`config.mk`:
```
export PLATFORM = sky130hd
export DESIGN_NAME = csr_unit
export DESIGN_NICKNAME = d
export VERILOG_FILES = /design/src/logic/csr_map_pkg.sv /design/src/logic/trap_pkg.sv /design/src/logic/csr_regs.sv /design/src/logic/csr_read_mux.sv /design/src/logic/trap_ctrl.sv /design/src/logic/csr_unit.sv
export SDC_FILE = /design/constraint.sdc
export NUM_CORES = 1
export LEC_CHECK = 0
export BUFFER_PORTS_ARGS = -buffer_cell sky130_fd_sc_hd__buf_2
export CAP_MARGIN = 15
export CORE_AREA = 2 2 195 197
export CTS_CLUSTER_DIAMETER = 150
export DETAILED_ROUTE_END_ITERATION = 12
export DIE_AREA = 0 0 197 199
export GPL_TIMING_DRIVEN = 1
export PLACE_DENSITY = 0.71
export SYNTH_ARGS = -nofsm -noshare
export SYNTH_HDL_FRONTEND = slang
export SYNTH_SLANG_ARGS = --single-unit
```
`constraint.sdc`:
```
create_clock -name clk -period 6.29 [get_ports clk]
set_clock_uncertainty 0.1 [all_clocks]
set_input_delay 0.629 -clock clk [delete_from_list [all_inputs] [get_ports clk]]
set_output_delay 0.629 -clock clk [all_outputs]
set_load 0.005 [all_outputs]
```
`src/logic/csr_map_pkg.sv`:
```
package csr_map_pkg;

    localparam int CSR_AW = 12;
    localparam int XLEN   = 32;

    // machine level
    localparam logic [CSR_AW-1:0] ADDR_MSTATUS  = 12'h300;
    localparam logic [CSR_AW-1:0] ADDR_MISA     = 12'h301;
    localparam logic [CSR_AW-1:0] ADDR_MEDELEG  = 12'h302;
    localparam logic [CSR_AW-1:0] ADDR_MIDELEG  = 12'h303;
    localparam logic [CSR_AW-1:0] ADDR_MIE      = 12'h304;
    localparam logic [CSR_AW-1:0] ADDR_MTVEC    = 12'h305;
    localparam logic [CSR_AW-1:0] ADDR_MSCRATCH = 12'h340;
    localparam logic [CSR_AW-1:0] ADDR_MEPC     = 12'h341;
    localparam logic [CSR_AW-1:0] ADDR_MCAUSE   = 12'h342;
    localparam logic [CSR_AW-1:0] ADDR_MTVAL    = 12'h343;
    localparam logic [CSR_AW-1:0] ADDR_MIP      = 12'h344;
    // supervisor level
    localparam logic [CSR_AW-1:0] ADDR_SSTATUS  = 12'h100;
    localparam logic [CSR_AW-1:0] ADDR_SIE      = 12'h104;
    localparam logic [CSR_AW-1:0] ADDR_STVEC    = 12'h105;
    localparam logic [CSR_AW-1:0] ADDR_SSCRATCH = 12'h140;
    localparam logic [CSR_AW-1:0] ADDR_SEPC     = 12'h141;
    localparam logic [CSR_AW-1:0] ADDR_SCAUSE   = 12'h142;
    localparam logic [CSR_AW-1:0] ADDR_STVAL    = 12'h143;
    localparam logic [CSR_AW-1:0] ADDR_SIP      = 12'h144;
    localparam logic [CSR_AW-1:0] ADDR_SATP     = 12'h180;

    localparam logic [XLEN-1:0] MASK_MSTATUS  = 32'h0004_19aa; // sie mie spie mpie spp mpp sum
    localparam logic [XLEN-1:0] MASK_SSTATUS  = 32'h0004_0122; // sie spie spp sum
    localparam logic [XLEN-1:0] MASK_MISA     = 32'hc3ff_ffff;
    localparam logic [XLEN-1:0] MASK_MEDELEG  = 32'h0000_f7ff; // no ecall from M
    localparam logic [XLEN-1:0] MASK_MIDELEG  = 32'h0000_0222;
    localparam logic [XLEN-1:0] MASK_MIE      = 32'h0000_0aaa;
    localparam logic [XLEN-1:0] MASK_MIP      = 32'h0000_0aaa;
    localparam logic [XLEN-1:0] MASK_SIE      = 32'h0000_0222;
    localparam logic [XLEN-1:0] MASK_SIP      = 32'h0000_0222;
    localparam logic [XLEN-1:0] MASK_TVEC     = 32'hffff_fffc; // direct mode only
    localparam logic [XLEN-1:0] MASK_EPC      = 32'hffff_fffe;
    localparam logic [XLEN-1:0] MASK_CAUSE    = 32'h8000_001f;
    localparam logic [XLEN-1:0] MASK_FULL     = 32'hffff_ffff; // scratch, tval, satp

    typedef enum logic [1:0] {
        PRIV_U = 2'b00,
        PRIV_S = 2'b01,
        PRIV_M = 2'b11
    } priv_t;

    typedef struct packed {
        logic [12:0] wpri_31_19;
        logic        sum;
        logic [4:0]  wpri_17_13;
        logic [1:0]  mpp;
        logic [1:0]  wpri_10_9;
        logic        spp;
        logic        mpie;
        logic        wpri_6;
        logic        spie;
        logic        wpri_4;
        logic        mie;
        logic        wpri_2;
        logic        sie;
        logic        wpri_0;
    } mstatus_fields_t;

    // raw word for csr access, fields for trap and return
    typedef union packed {
        logic [XLEN-1:0] raw;
        mstatus_fields_t f;
    } mstatus_u;

    typedef struct packed {
        priv_t           priv;
        mstatus_u        mstatus;
        logic [XLEN-1:0] misa;
        logic [XLEN-1:0] medeleg;
        logic [XLEN-1:0] mideleg;
        logic [XLEN-1:0] mie;
        logic [XLEN-1:0] mip;
        logic [XLEN-1:0] mtvec;
        logic [XLEN-1:0] mscratch;
        logic [XLEN-1:0] mepc;
        logic [XLEN-1:0] mcause;
        logic [XLEN-1:0] mtval;
        logic [XLEN-1:0] stvec;
        logic [XLEN-1:0] sscratch;
        logic [XLEN-1:0] sepc;
        logic [XLEN-1:0] scause;
        logic [XLEN-1:0] stval;
        logic [XLEN-1:0] satp;
    } csr_state_t;

endpackage

```
`src/logic/trap_pkg.sv`:
```
package trap_pkg;

    // exception codes as in mcause
    typedef logic [4:0] cause_t;

    localparam cause_t CAUSE_MISALIGNED_PC   = 5'd0;
    localparam cause_t CAUSE_ACCESS_FAULT    = 5'd1;
    localparam cause_t CAUSE_ILLEGAL_INST    = 5'd2;
    localparam cause_t CAUSE_BREAKPOINT      = 5'd3;
    localparam cause_t CAUSE_ECALL_U         = 5'd8;
    localparam cause_t CAUSE_ECALL_S         = 5'd9;
    localparam cause_t CAUSE_ECALL_M         = 5'd11;
    localparam cause_t CAUSE_INST_PAGE_FAULT = 5'd12;

    typedef struct packed {
        logic                              trap;  // cause field is valid
        logic                              ecall; // cause from priv instead
        logic                              mret;
        logic                              sret;
        cause_t                            cause;
        logic [csr_map_pkg::XLEN-1:0]      pc;
        logic [csr_map_pkg::XLEN-1:0]      inst;
    } trap_req_t;

    typedef enum logic [2:0] {
        UPD_NONE,
        UPD_TRAP_M,
        UPD_TRAP_S,
        UPD_MRET,
        UPD_SRET
    } upd_kind_t;

    typedef struct packed {
        upd_kind_t                    kind;
        cause_t                       cause;
        logic [csr_map_pkg::XLEN-1:0] epc;
        logic [csr_map_pkg::XLEN-1:0] tval;
        csr_map_pkg::priv_t           priv; // privilege after the edge
    } trap_update_t;

    typedef struct packed {
        logic                         valid;
        logic [csr_map_pkg::XLEN-1:0] target;
    } redirect_t;

endpackage

```
`src/logic/csr_regs.sv`:
```
`timescale 1ns/1ns

module csr_regs (
    input  logic                               clk,
    input  logic                               rst,
    input  logic                               wen,
    input  logic [csr_map_pkg::CSR_AW-1:0]     waddr,
    input  logic [csr_map_pkg::XLEN-1:0]       wdata,
    input  trap_pkg::trap_update_t             upd,
    output csr_map_pkg::csr_state_t            state
);

    csr_map_pkg::csr_state_t nxt;

    // keep the bits outside the mask, take the rest from wdata
    function automatic logic [csr_map_pkg::XLEN-1:0] merge(
        input logic [csr_map_pkg::XLEN-1:0] old,
        input logic [csr_map_pkg::XLEN-1:0] data,
        input logic [csr_map_pkg::XLEN-1:0] mask
    );
        return (old & ~mask) | (data & mask);
    endfunction

    always_comb begin
        nxt = state;
        case (upd.kind)
            trap_pkg::UPD_TRAP_M: begin
                nxt.mstatus.f.mpie = state.mstatus.f.mie;
                nxt.mstatus.f.mpp  = state.priv;
                nxt.mstatus.f.mie  = 1'b0;
                nxt.mepc           = upd.epc;
                nxt.mcause         = {{(csr_map_pkg::XLEN-5){1'b0}}, upd.cause};
                nxt.mtval          = upd.tval;
                nxt.priv           = upd.priv;
            end
            trap_pkg::UPD_TRAP_S: begin
                nxt.mstatus.f.spie = state.mstatus.f.sie;
                nxt.mstatus.f.spp  = state.priv[0]; // only U or S get here
                nxt.mstatus.f.sie  = 1'b0;
                nxt.sepc           = upd.epc;
                nxt.scause         = {{(csr_map_pkg::XLEN-5){1'b0}}, upd.cause};
                nxt.stval          = upd.tval;
                nxt.priv           = upd.priv;
            end
            trap_pkg::UPD_MRET: begin
                nxt.priv           = upd.priv; // resolved from mpp
                nxt.mstatus.f.mie  = state.mstatus.f.mpie;
                nxt.mstatus.f.mpie = 1'b1;
                nxt.mstatus.f.mpp  = csr_map_pkg::PRIV_U;
            end
            trap_pkg::UPD_SRET: begin
                nxt.priv           = upd.priv;
                nxt.mstatus.f.sie  = state.mstatus.f.spie;
                nxt.mstatus.f.spie = 1'b1;
                nxt.mstatus.f.spp  = 1'b0;
            end
            default: begin
                // software write only when no trap or return this cycle
                if (wen) begin
                    case (waddr)
                        csr_map_pkg::ADDR_MSTATUS: nxt.mstatus.raw =
                            merge(state.mstatus.raw, wdata, csr_map_pkg::MASK_MSTATUS);
                        csr_map_pkg::ADDR_SSTATUS: nxt.mstatus.raw =
                            merge(state.mstatus.raw, wdata, csr_map_pkg::MASK_SSTATUS);
                        csr_map_pkg::ADDR_MISA:
                            nxt.misa = merge(state.misa, wdata, csr_map_pkg::MASK_MISA);
                        csr_map_pkg::ADDR_MEDELEG:
                            nxt.medeleg = merge(state.medeleg, wdata, csr_map_pkg::MASK_MEDELEG);
                        csr_map_pkg::ADDR_MIDELEG:
                            nxt.mideleg = merge(state.mideleg, wdata, csr_map_pkg::MASK_MIDELEG);
                        csr_map_pkg::ADDR_MIE:
                            nxt.mie = merge(state.mie, wdata, csr_map_pkg::MASK_MIE);
                        csr_map_pkg::ADDR_SIE:
                            nxt.mie = merge(state.mie, wdata, csr_map_pkg::MASK_SIE);
                        csr_map_pkg::ADDR_MIP:
                            nxt.mip = merge(state.mip, wdata, csr_map_pkg::MASK_MIP);
                        csr_map_pkg::ADDR_SIP:
                            nxt.mip = merge(state.mip, wdata, csr_map_pkg::MASK_SIP);
                        csr_map_pkg::ADDR_MTVEC:
                            nxt.mtvec = merge(state.mtvec, wdata, csr_map_pkg::MASK_TVEC);
                        csr_map_pkg::ADDR_STVEC:
                            nxt.stvec = merge(state.stvec, wdata, csr_map_pkg::MASK_TVEC);
                        csr_map_pkg::ADDR_MSCRATCH:
                            nxt.mscratch = merge(state.mscratch, wdata, csr_map_pkg::MASK_FULL);
                        csr_map_pkg::ADDR_SSCRATCH:
                            nxt.sscratch = merge(state.sscratch, wdata, csr_map_pkg::MASK_FULL);
                        csr_map_pkg::ADDR_MEPC:
                            nxt.mepc = merge(state.mepc, wdata, csr_map_pkg::MASK_EPC);
                        csr_map_pkg::ADDR_SEPC:
                            nxt.sepc = merge(state.sepc, wdata, csr_map_pkg::MASK_EPC);
                        csr_map_pkg::ADDR_MCAUSE:
                            nxt.mcause = merge(state.mcause, wdata, csr_map_pkg::MASK_CAUSE);
                        csr_map_pkg::ADDR_SCAUSE:
                            nxt.scause = merge(state.scause, wdata, csr_map_pkg::MASK_CAUSE);
                        csr_map_pkg::ADDR_MTVAL:
                            nxt.mtval = merge(state.mtval, wdata, csr_map_pkg::MASK_FULL);
                        csr_map_pkg::ADDR_STVAL:
                            nxt.stval = merge(state.stval, wdata, csr_map_pkg::MASK_FULL);
                        csr_map_pkg::ADDR_SATP:
                            nxt.satp = merge(state.satp, wdata, csr_map_pkg::MASK_FULL);
                        default: ; // writes to unknown addresses are dropped
                    endcase
                end
            end
        endcase
    end

    always_ff @(posedge clk) begin
        if (rst) begin
            state      <= '0;
            state.priv <= csr_map_pkg::PRIV_M; // boot in machine mode
        end else begin
            state <= nxt;
        end
    end

endmodule

```
`src/logic/csr_read_mux.sv`:
```
`timescale 1ns/1ns

module csr_read_mux (
    input  logic                           ren,
    input  logic [csr_map_pkg::CSR_AW-1:0] raddr,
    input  csr_map_pkg::csr_state_t        state,
    output logic [csr_map_pkg::XLEN-1:0]   rdata
);

    always_comb begin
        rdata = '0;
        if (ren) begin
            case (raddr)
                csr_map_pkg::ADDR_MSTATUS:
                    rdata = state.mstatus.raw & csr_map_pkg::MASK_MSTATUS;
                csr_map_pkg::ADDR_MISA:     rdata = state.misa & csr_map_pkg::MASK_MISA;
                csr_map_pkg::ADDR_MEDELEG:  rdata = state.medeleg & csr_map_pkg::MASK_MEDELEG;
                csr_map_pkg::ADDR_MIDELEG:  rdata = state.mideleg & csr_map_pkg::MASK_MIDELEG;
                csr_map_pkg::ADDR_MIE:      rdata = state.mie & csr_map_pkg::MASK_MIE;
                csr_map_pkg::ADDR_MIP:      rdata = state.mip & csr_map_pkg::MASK_MIP;
                csr_map_pkg::ADDR_MTVEC:    rdata = state.mtvec & csr_map_pkg::MASK_TVEC;
                csr_map_pkg::ADDR_MSCRATCH: rdata = state.mscratch & csr_map_pkg::MASK_FULL;
                csr_map_pkg::ADDR_MEPC:     rdata = state.mepc & csr_map_pkg::MASK_EPC;
                csr_map_pkg::ADDR_MCAUSE:   rdata = state.mcause & csr_map_pkg::MASK_CAUSE;
                csr_map_pkg::ADDR_MTVAL:    rdata = state.mtval & csr_map_pkg::MASK_FULL;

                // supervisor windows onto the machine registers
                csr_map_pkg::ADDR_SSTATUS:
                    rdata = state.mstatus.raw & csr_map_pkg::MASK_SSTATUS;
                csr_map_pkg::ADDR_SIE:      rdata = state.mie & csr_map_pkg::MASK_SIE;
                csr_map_pkg::ADDR_SIP:      rdata = state.mip & csr_map_pkg::MASK_SIP;

                csr_map_pkg::ADDR_STVEC:    rdata = state.stvec & csr_map_pkg::MASK_TVEC;
                csr_map_pkg::ADDR_SSCRATCH: rdata = state.sscratch & csr_map_pkg::MASK_FULL;
                csr_map_pkg::ADDR_SEPC:     rdata = state.sepc & csr_map_pkg::MASK_EPC;
                csr_map_pkg::ADDR_SCAUSE:   rdata = state.scause & csr_map_pkg::MASK_CAUSE;
                csr_map_pkg::ADDR_STVAL:    rdata = state.stval & csr_map_pkg::MASK_FULL;
                csr_map_pkg::ADDR_SATP:     rdata = state.satp & csr_map_pkg::MASK_FULL;
                default:                    rdata = '0; // unimplemented csr
            endcase
        end
    end

endmodule

```
`src/logic/trap_ctrl.sv`:
```
`timescale 1ns/1ns

module trap_ctrl (
    input  logic                         clk,
    input  logic                         rst,
    input  trap_pkg::trap_req_t          req,
    input  csr_map_pkg::csr_state_t      state,
    output trap_pkg::trap_update_t       upd,
    output trap_pkg::redirect_t          redirect
);

    logic                         take;       // trap or ecall this cycle
    logic                         deleg;
    trap_pkg::cause_t             cause_eff;
    logic [csr_map_pkg::XLEN-1:0] tval;
    logic [csr_map_pkg::XLEN-1:0] nxt_target;

    assign take = req.trap | req.ecall;

    // ecall code depends on the privilege it was issued from
    always_comb begin
        cause_eff = req.cause;
        if (req.ecall) begin
            case (state.priv)
                csr_map_pkg::PRIV_U: cause_eff = trap_pkg::CAUSE_ECALL_U;
                csr_map_pkg::PRIV_S: cause_eff = trap_pkg::CAUSE_ECALL_S;
                default:             cause_eff = trap_pkg::CAUSE_ECALL_M;
            endcase
        end
    end

    // M never delegates downward
    assign deleg = state.medeleg[cause_eff] && (state.priv != csr_map_pkg::PRIV_M);

    always_comb begin
        case (cause_eff)
            trap_pkg::CAUSE_MISALIGNED_PC,
            trap_pkg::CAUSE_ACCESS_FAULT,
            trap_pkg::CAUSE_BREAKPOINT,
            trap_pkg::CAUSE_INST_PAGE_FAULT: tval = req.pc;
            trap_pkg::CAUSE_ILLEGAL_INST:    tval = req.inst; // offending encoding
            default:                         tval = '0;
        endcase
    end

    always_comb begin
        upd        = '0;
        upd.kind   = trap_pkg::UPD_NONE;
        upd.priv   = state.priv;
        nxt_target = '0;
        if (take) begin
            upd.cause = cause_eff;
            upd.epc   = req.pc;
            upd.tval  = tval;
            if (deleg) begin
                upd.kind   = trap_pkg::UPD_TRAP_S;
                upd.priv   = csr_map_pkg::PRIV_S;
                nxt_target = state.stvec;
            end else begin
                upd.kind   = trap_pkg::UPD_TRAP_M;
                upd.priv   = csr_map_pkg::PRIV_M;
                nxt_target = state.mtvec;
            end
        end else if (req.mret) begin
            upd.kind   = trap_pkg::UPD_MRET;
            upd.priv   = csr_map_pkg::priv_t'(state.mstatus.f.mpp);
            nxt_target = state.mepc;
        end else if (req.sret) begin
            upd.kind   = trap_pkg::UPD_SRET;
            upd.priv   = state.mstatus.f.spp ? csr_map_pkg::PRIV_S : csr_map_pkg::PRIV_U;
            nxt_target = state.sepc;
        end
    end

    always_ff @(posedge clk) begin
        if (rst) begin
            redirect <= '0;
        end else begin
            redirect.valid  <= (upd.kind != trap_pkg::UPD_NONE);
            redirect.target <= nxt_target; // state as it was before the edge
        end
    end

endmodule

```
`src/logic/csr_unit.sv`:
```
`timescale 1ns/1ns

module csr_unit (
    input  logic                           clk,
    input  logic                           rst,
    input  logic                           wen,
    input  logic [csr_map_pkg::CSR_AW-1:0] waddr,
    input  logic [csr_map_pkg::XLEN-1:0]   wdata,
    input  logic                           ren,
    input  logic [csr_map_pkg::CSR_AW-1:0] raddr,
    input  trap_pkg::trap_req_t            req,
    output logic [csr_map_pkg::XLEN-1:0]   rdata,
    output trap_pkg::redirect_t            redirect,
    output csr_map_pkg::priv_t             priv,
    output logic [csr_map_pkg::XLEN-1:0]   satp,
    output logic                           sum
);

    csr_map_pkg::csr_state_t state;
    trap_pkg::trap_update_t  upd;

    trap_ctrl ctrl_i (
        .clk      (clk),
        .rst      (rst),
        .req      (req),
        .state    (state),
        .upd      (upd),
        .redirect (redirect)
    );

    csr_regs regs_i (
        .clk   (clk),
        .rst   (rst),
        .wen   (wen),
        .waddr (waddr),
        .wdata (wdata),
        .upd   (upd),
        .state (state)
    );

    csr_read_mux rmux_i (
        .ren   (ren),
        .raddr (raddr),
        .state (state),
        .rdata (rdata)
    );

    // mmu side
    assign priv = state.priv;
    assign satp = state.satp;
    assign sum  = state.mstatus.f.sum;

endmodule

```
Word level (Yosys, flattened, before mapping)

Cells that the tools add are included.

Bits in registers: 579
Input port bits: 133
Output and inout port bits: 100

Multiplexer cells: 47
Magnitude comparators: 1
Bitwise operators: 21
Eq/ne operators: 50
Reductions and logical operators: 46

Operators by type and width:

| cell                                                                    | count |
|---|---|
| 32-bit case mux with 20 select lines                                    | 1 |
| 32-bit two-way mux                                                      | 19 |
| 525-bit two-way mux                                                     | 1 |
| 96-bit case mux with 2 select lines                                     | 2 |
| 12-bit by 10-bit equality test with 1-bit output, second input constant | 22 |
| 32-bit case mux with 2 select lines                                     | 4 |
| 12-bit by 9-bit equality test with 1-bit output, second input constant  | 18 |
| 32-bit by 10-bit bitwise OR with 32-bit output                          | 3 |
| 69-bit two-way mux                                                      | 1 |
| 1-bit by 32-bit bitwise OR with 32-bit output                           | 2 |
| 2-bit by 32-bit bitwise OR with 32-bit output                           | 2 |
| 31-bit by 32-bit bitwise OR with 32-bit output                          | 2 |
| 32-bit by 12-bit bitwise OR with 32-bit output                          | 2 |
| 32-bit by 19-bit bitwise OR with 32-bit output                          | 2 |
| 3-bit AND reduction                                                     | 19 |
| 30-bit by 32-bit bitwise OR with 32-bit output                          | 1 |
| 32-bit by 16-bit bitwise OR with 32-bit output                          | 1 |
| 2-bit nonzero test                                                      | 11 |
| 1-bit case mux with 3 select lines                                      | 5 |
| 3-bit nonzero test                                                      | 4 |
| 5-bit by 2-bit equality test with 1-bit output, second input constant   | 2 |
| 2-bit two-way mux                                                       | 5 |
| 3-bit two-way mux                                                       | 3 |
| 4-bit nonzero test                                                      | 2 |
| other kinds (22)                                                        | 31 |

Logic depth before layout (Yosys ltp)

Word-level depth: 12
Depth in mapped cells: 10
Depth with buffers taken out: 6

Cells and area by module

From an unflattened synthesis, not the netlist that was laid out.

Cell total of the unflattened synthesis: 2757
Area, all modules: 21794.7 µm²

Modules (own cells, without submodules):

| module       | area each (µm²) | sequential area each (µm²) | instances | cells each |
|---|---|---|---|---|
| csr_regs     | 15577.4         | 7287.0                     | 1         | 1937 |
| csr_read_mux | 3134.3          | 0.0                        | 1         | 465 |
| trap_ctrl    | 3083.0          | 660.6                      | 1         | 355 |

Worst setup path before layout

OpenSTA, ideal clock, no wires.

Path type: input-to-output
Start point: input port raddr[2] in the netlist's numbering
End point: output port rdata[31] in the netlist's numbering
Data arrival time: 2816 ps
Path slack: 2745 ps
Buffers on the path: 2
Stages on the path: 8
Cells stage by stage: buf_4 or4_1 nor3_1 or4_1 or4_4 o41ai_4 buf_6 a31oi_2

Cells in the longest elaborated chain, start to end: 3
Elaborated cells on any way between the ends: 22
Classes of those cells: eq/ne: 20; mux: 2

Ends and longest elaborated chain:

| item                                                                                                                       | RTL line           | RTL |
|---|---|---|
| from (decl)                                                                                                                | csr_unit.sv:10     | `input logic [csr_map_pkg::CSR_AW-1:0] raddr,` |
| 12-bit by 9-bit equality test with 1-bit output / 12-bit by 10-bit equality test with 1-bit output (equally long branches) | csr_read_mux.sv:13 | `case (raddr)` |
| 32-bit case mux with 20 select lines *                                                                                     | csr_read_mux.sv:13 |  |
| 32-bit two-way mux *                                                                                                       | csr_read_mux.sv:12 | `if (ren) begin` |
| to (decl)                                                                                                                  | csr_unit.sv:12     | `output logic [csr_map_pkg::XLEN-1:0] rdata,` |

Every way passes the cells marked *; elsewhere a longest branch is shown, timed or not.

Worst setup path after layout

Start point: input port raddr[6] in the netlist's numbering
End point: output port rdata[15] in the netlist's numbering

The elaborated chain is that of the path after synthesis.

==> flow_summary.toml <==
[outcome]
status = "complete, no violations"

[die]
chipHeight_microns = 199
die_w_microns = 197
ioPinCount = 233
die_area_sq_mm = 0.0392
row_count = 71
coreArea_sq_mm = 0.0371
start_util_pct = 50.6

[placement]
io_buffers = 232
finalWeightedCongestion = 0.916
postPlaceCellArea_sq_mm = 0.0198
place_hpwl_microns = 45600

[power_and_ir_drop]
combPwrFrac_pct = 6.2
seq_power_share_pct = 48.7
p_total_mw = 5.29
power.leakage_nw = 7.89
ir_drop_mv = 0.170
swShare_pct = 24.3
p_int_mw = 4.01
switchingPower_mw = 1.29
p_per_area_mw_per_mm2 = 251
p_clk_share_pct = 45.1

[job]
max_cap_viol_count = 0

[critical_path]
crit_chain = "buf_2 -> or4b_1 -> nor3_2 -> buf_4 -> or4_1 -> or4_4 -> o41ai_4 -> buf_4 -> a41oi_2 -> buf_2"
cpPeakStageDelay_ns = 0.59
r2r_slack_ns = 2.89
critPathMaxFanout = 33
cp-end-kind = "output pin"
cp.arrival_ns = 3.84
r2r_end = "regs_i.state[52]"
reg2reg_from = "regs_i.state[545]"
crit_path_top_delay_cell = "or4_1"
critPathLaunchType = "input pin"
crit_type = "input pin to output pin"
worstPathRequired_ns = 5.56
r2r_cells = 7

[clock_tree]
cts_sinks = 397
clkTransAtPathRegs_ns = 0.06
hold_buffers = 0
clockBufferDepth = 3
worstSkewPairLatency_ns = 0.54
cts_resized = 0
cts_setup_buffers = 0
cts_made_buffers = 43
cts_max_level = 2
cts_tree = "done"
cts_root_buffer = "clkbuf_16"

[logic_synthesis]
ys_async_sr_fraction_pct = 0
syn_area_sq_mm = 0.0188
yosysWarningCount = 0
synth_fp_nets = 2447
syn_inst = 2314
yosysUniqueCellTypes = 68
syn_area_per_cell_sq_um = 8.12
seq_area_frac_synth_pct = 42.3
synth_edf_count = 0
synth_ff_type = "dfxtp_1"
synth-seq-cells = 397

[finish]
final_nets = 2496
drive_above_1_share_pct = 17.4
fillCellCount = 3450
fin_util_pct = 56.9
area_growth_pct = 12.4
final_area_sq_mm = 0.0211

[drt]
drt_iter0_drc = 3096
vias = 19200
routedWlPerCell_microns = 25.8
vias_per_cell = 6.72
drc = 0
drtPass1Iterations = 9
antenna_left = 0
routed_wl_microns = 73700

[sta]
slew_violations = 0
worstMarginPinSlew_ns = 1.17
min_period_over_period_pct = 72.6
finalCriticalPeriod_ns = 4.56
rsz0062_at_grt = "false"
setup_violations = 0
relSlewSlack_pct = 21.9
fmax_mhz = 219
hold_viol = 0
tns_ns = 0

[global_route]
grt_overflow = 0
first_global_vias = 17700
grt.total_usage_pct = 36.5
antenna_found_initial = 1
grt_pass1_wl_microns = 109000
grt_max_degree = 249

[min_path]
min_path_cells = 3
hold_end = "regs_i.state[96]"
hold_path.class = "input pin to flip-flop"
min_from = "req[32]"
[cell usage in the layout (no fill, tap or decap), types with 8 or more instances in the layout]
cell type  synthesis  routed
nand2b_1           8       8
a21oi_1          309     309
nand2_1          399     395
a31oi_1           23      23
and2_1             9       9
clkbuf_16          0      43
buf_4             40      38
mux2i_1           89      89
a22o_1            57      57
a41oi_2            9       9
nor2_1           255     250
a211oi_1         106     105
nand3_1           30      27
a22oi_1           72      72
a221oi_1          42      42
buf_2              6     231
o21ai_0           10       9
o22ai_1           30      30
clkbuf_8           0      10
a222oi_1          45      45
dfxtp_1          397     397
nor3_1            24      15
o221a_2           32      32
and3_1            13      11
[worst max-delay path: cells and delay by family]
kind,cells,cell delay (ns)
buf+inv,4,0.98
simple gates,4,1.72
compound gates,2,0.45
[flip-flops by register name, indices dropped and copies added (netlist names)]
signal           count
regs_i.state       364
ctrl_i.redirect     33
[how the worst max path moves through the flow]
stage | startpoint | to | cells past startpoint
2_1_floorplan | raddr[2] | rdata[31] | 8
3_3_place_gp | raddr[6] | rdata[15] | 10
3_5_place_dp | raddr[6] | rdata[15] | 10
4_1_cts | raddr[6] | rdata[15] | 10
5_1_grt | raddr[6] | rdata[18] | 10
6_report | raddr[6] | rdata[15] | 10
[Yosys cell counts, drive strengths merged, types with 4 or more instances]
library cell  number  area share (%)
nand2            399             8.0
dfxtp            397              42
a21oi            309             8.2
nor2             255             5.1
clkbuf           212             4.2
a211oi           106             4.2
mux2i             89             4.7
a22oi             72             2.9
a22o              57             2.7
buf               55             2.1
a222oi            45             2.4
a221oi            42             2.0
o221a             32             1.9
nand3             30            0.80
o22ai             30             1.0
a31oi             24            0.83
nor3              24            0.64
and3              13            0.43
a41oi             12            0.92
and2              10            0.33
o21ai             10            0.27
nand2b             8            0.27
nor4b              7            0.36
a21o               5            0.20
inv                5            0.10
or4                5            0.22
nor2b              4            0.13
nor3b              4            0.16
nor4               4            0.13
or3                4            0.13
or4b               4            0.21
[power by group through the flow]
stage / logic [mW] / registers, mW / clock network [mW]
floorplan: 0.179 / 2.62 / 0
global placement: 0.307 / 2.63 / 0
detailed placement: 0.314 / 2.63 / 0
CTS: 0.315 / 2.58 / 2.39
global route: 0.343 / 2.58 / 2.50
finish: 0.326 / 2.58 / 2.39
[cell type report]
cell class / instances / area [sq um] / share of cell area, %
Clock buffer: 60 / 1240 / 5.87
Timing Repair Buffer: 271 / 1480 / 6.99
Multi-Input combinational cell: 1645 / 9800 / 46.4
Clock inverter: 7 / 43.8 / 0.207
Inverter: 5 / 18.8 / 0.0888
Antenna cell: 1 / 2.50 / 0.0118
Sequential cell: 397 / 7950 / 37.6
Tap cell: 474 / 593 / 2.81
[metal layers]
layer / part of all wire [%] / GRT usage, % / wire length [microns]
met2: 44 / 56.2 / 32400
met3: 12 / 7.05 / 8720
met4: 4.2 / 15.7 / 3080
met5: 0 / 0 / 0
met1: 40 / 49.9 / 29500
[cells by family (layout without fill, tap and decap cells)]
logic type	count (synthesis)	after routing	share of synthesized area, %
and+or+nand+nor	785	785	17.5
other	0	1	0
buffers and inverters	272	343	6.39
AOI/OAI and AO/OA	767	767	28.7
muxes	93	93	5.10
DFF	397	397	42.3
[stage by stage]
stage / worst slack, ns / hold slack [ns] / instances
3_3_place_gp: 1.81 / 0.338 / 2792
4_1_cts: 1.75 / 0.266 / 2859
6_report: 1.73 / 0.273 / 2860
2_1_floorplan: 2.74 / 0.331 / 2314
5_1_grt: 1.65 / 0.279 / 2860
3_5_place_dp: 1.74 / 0.344 / 2792
Note: power is estimated with default switching activity, not from simulation.
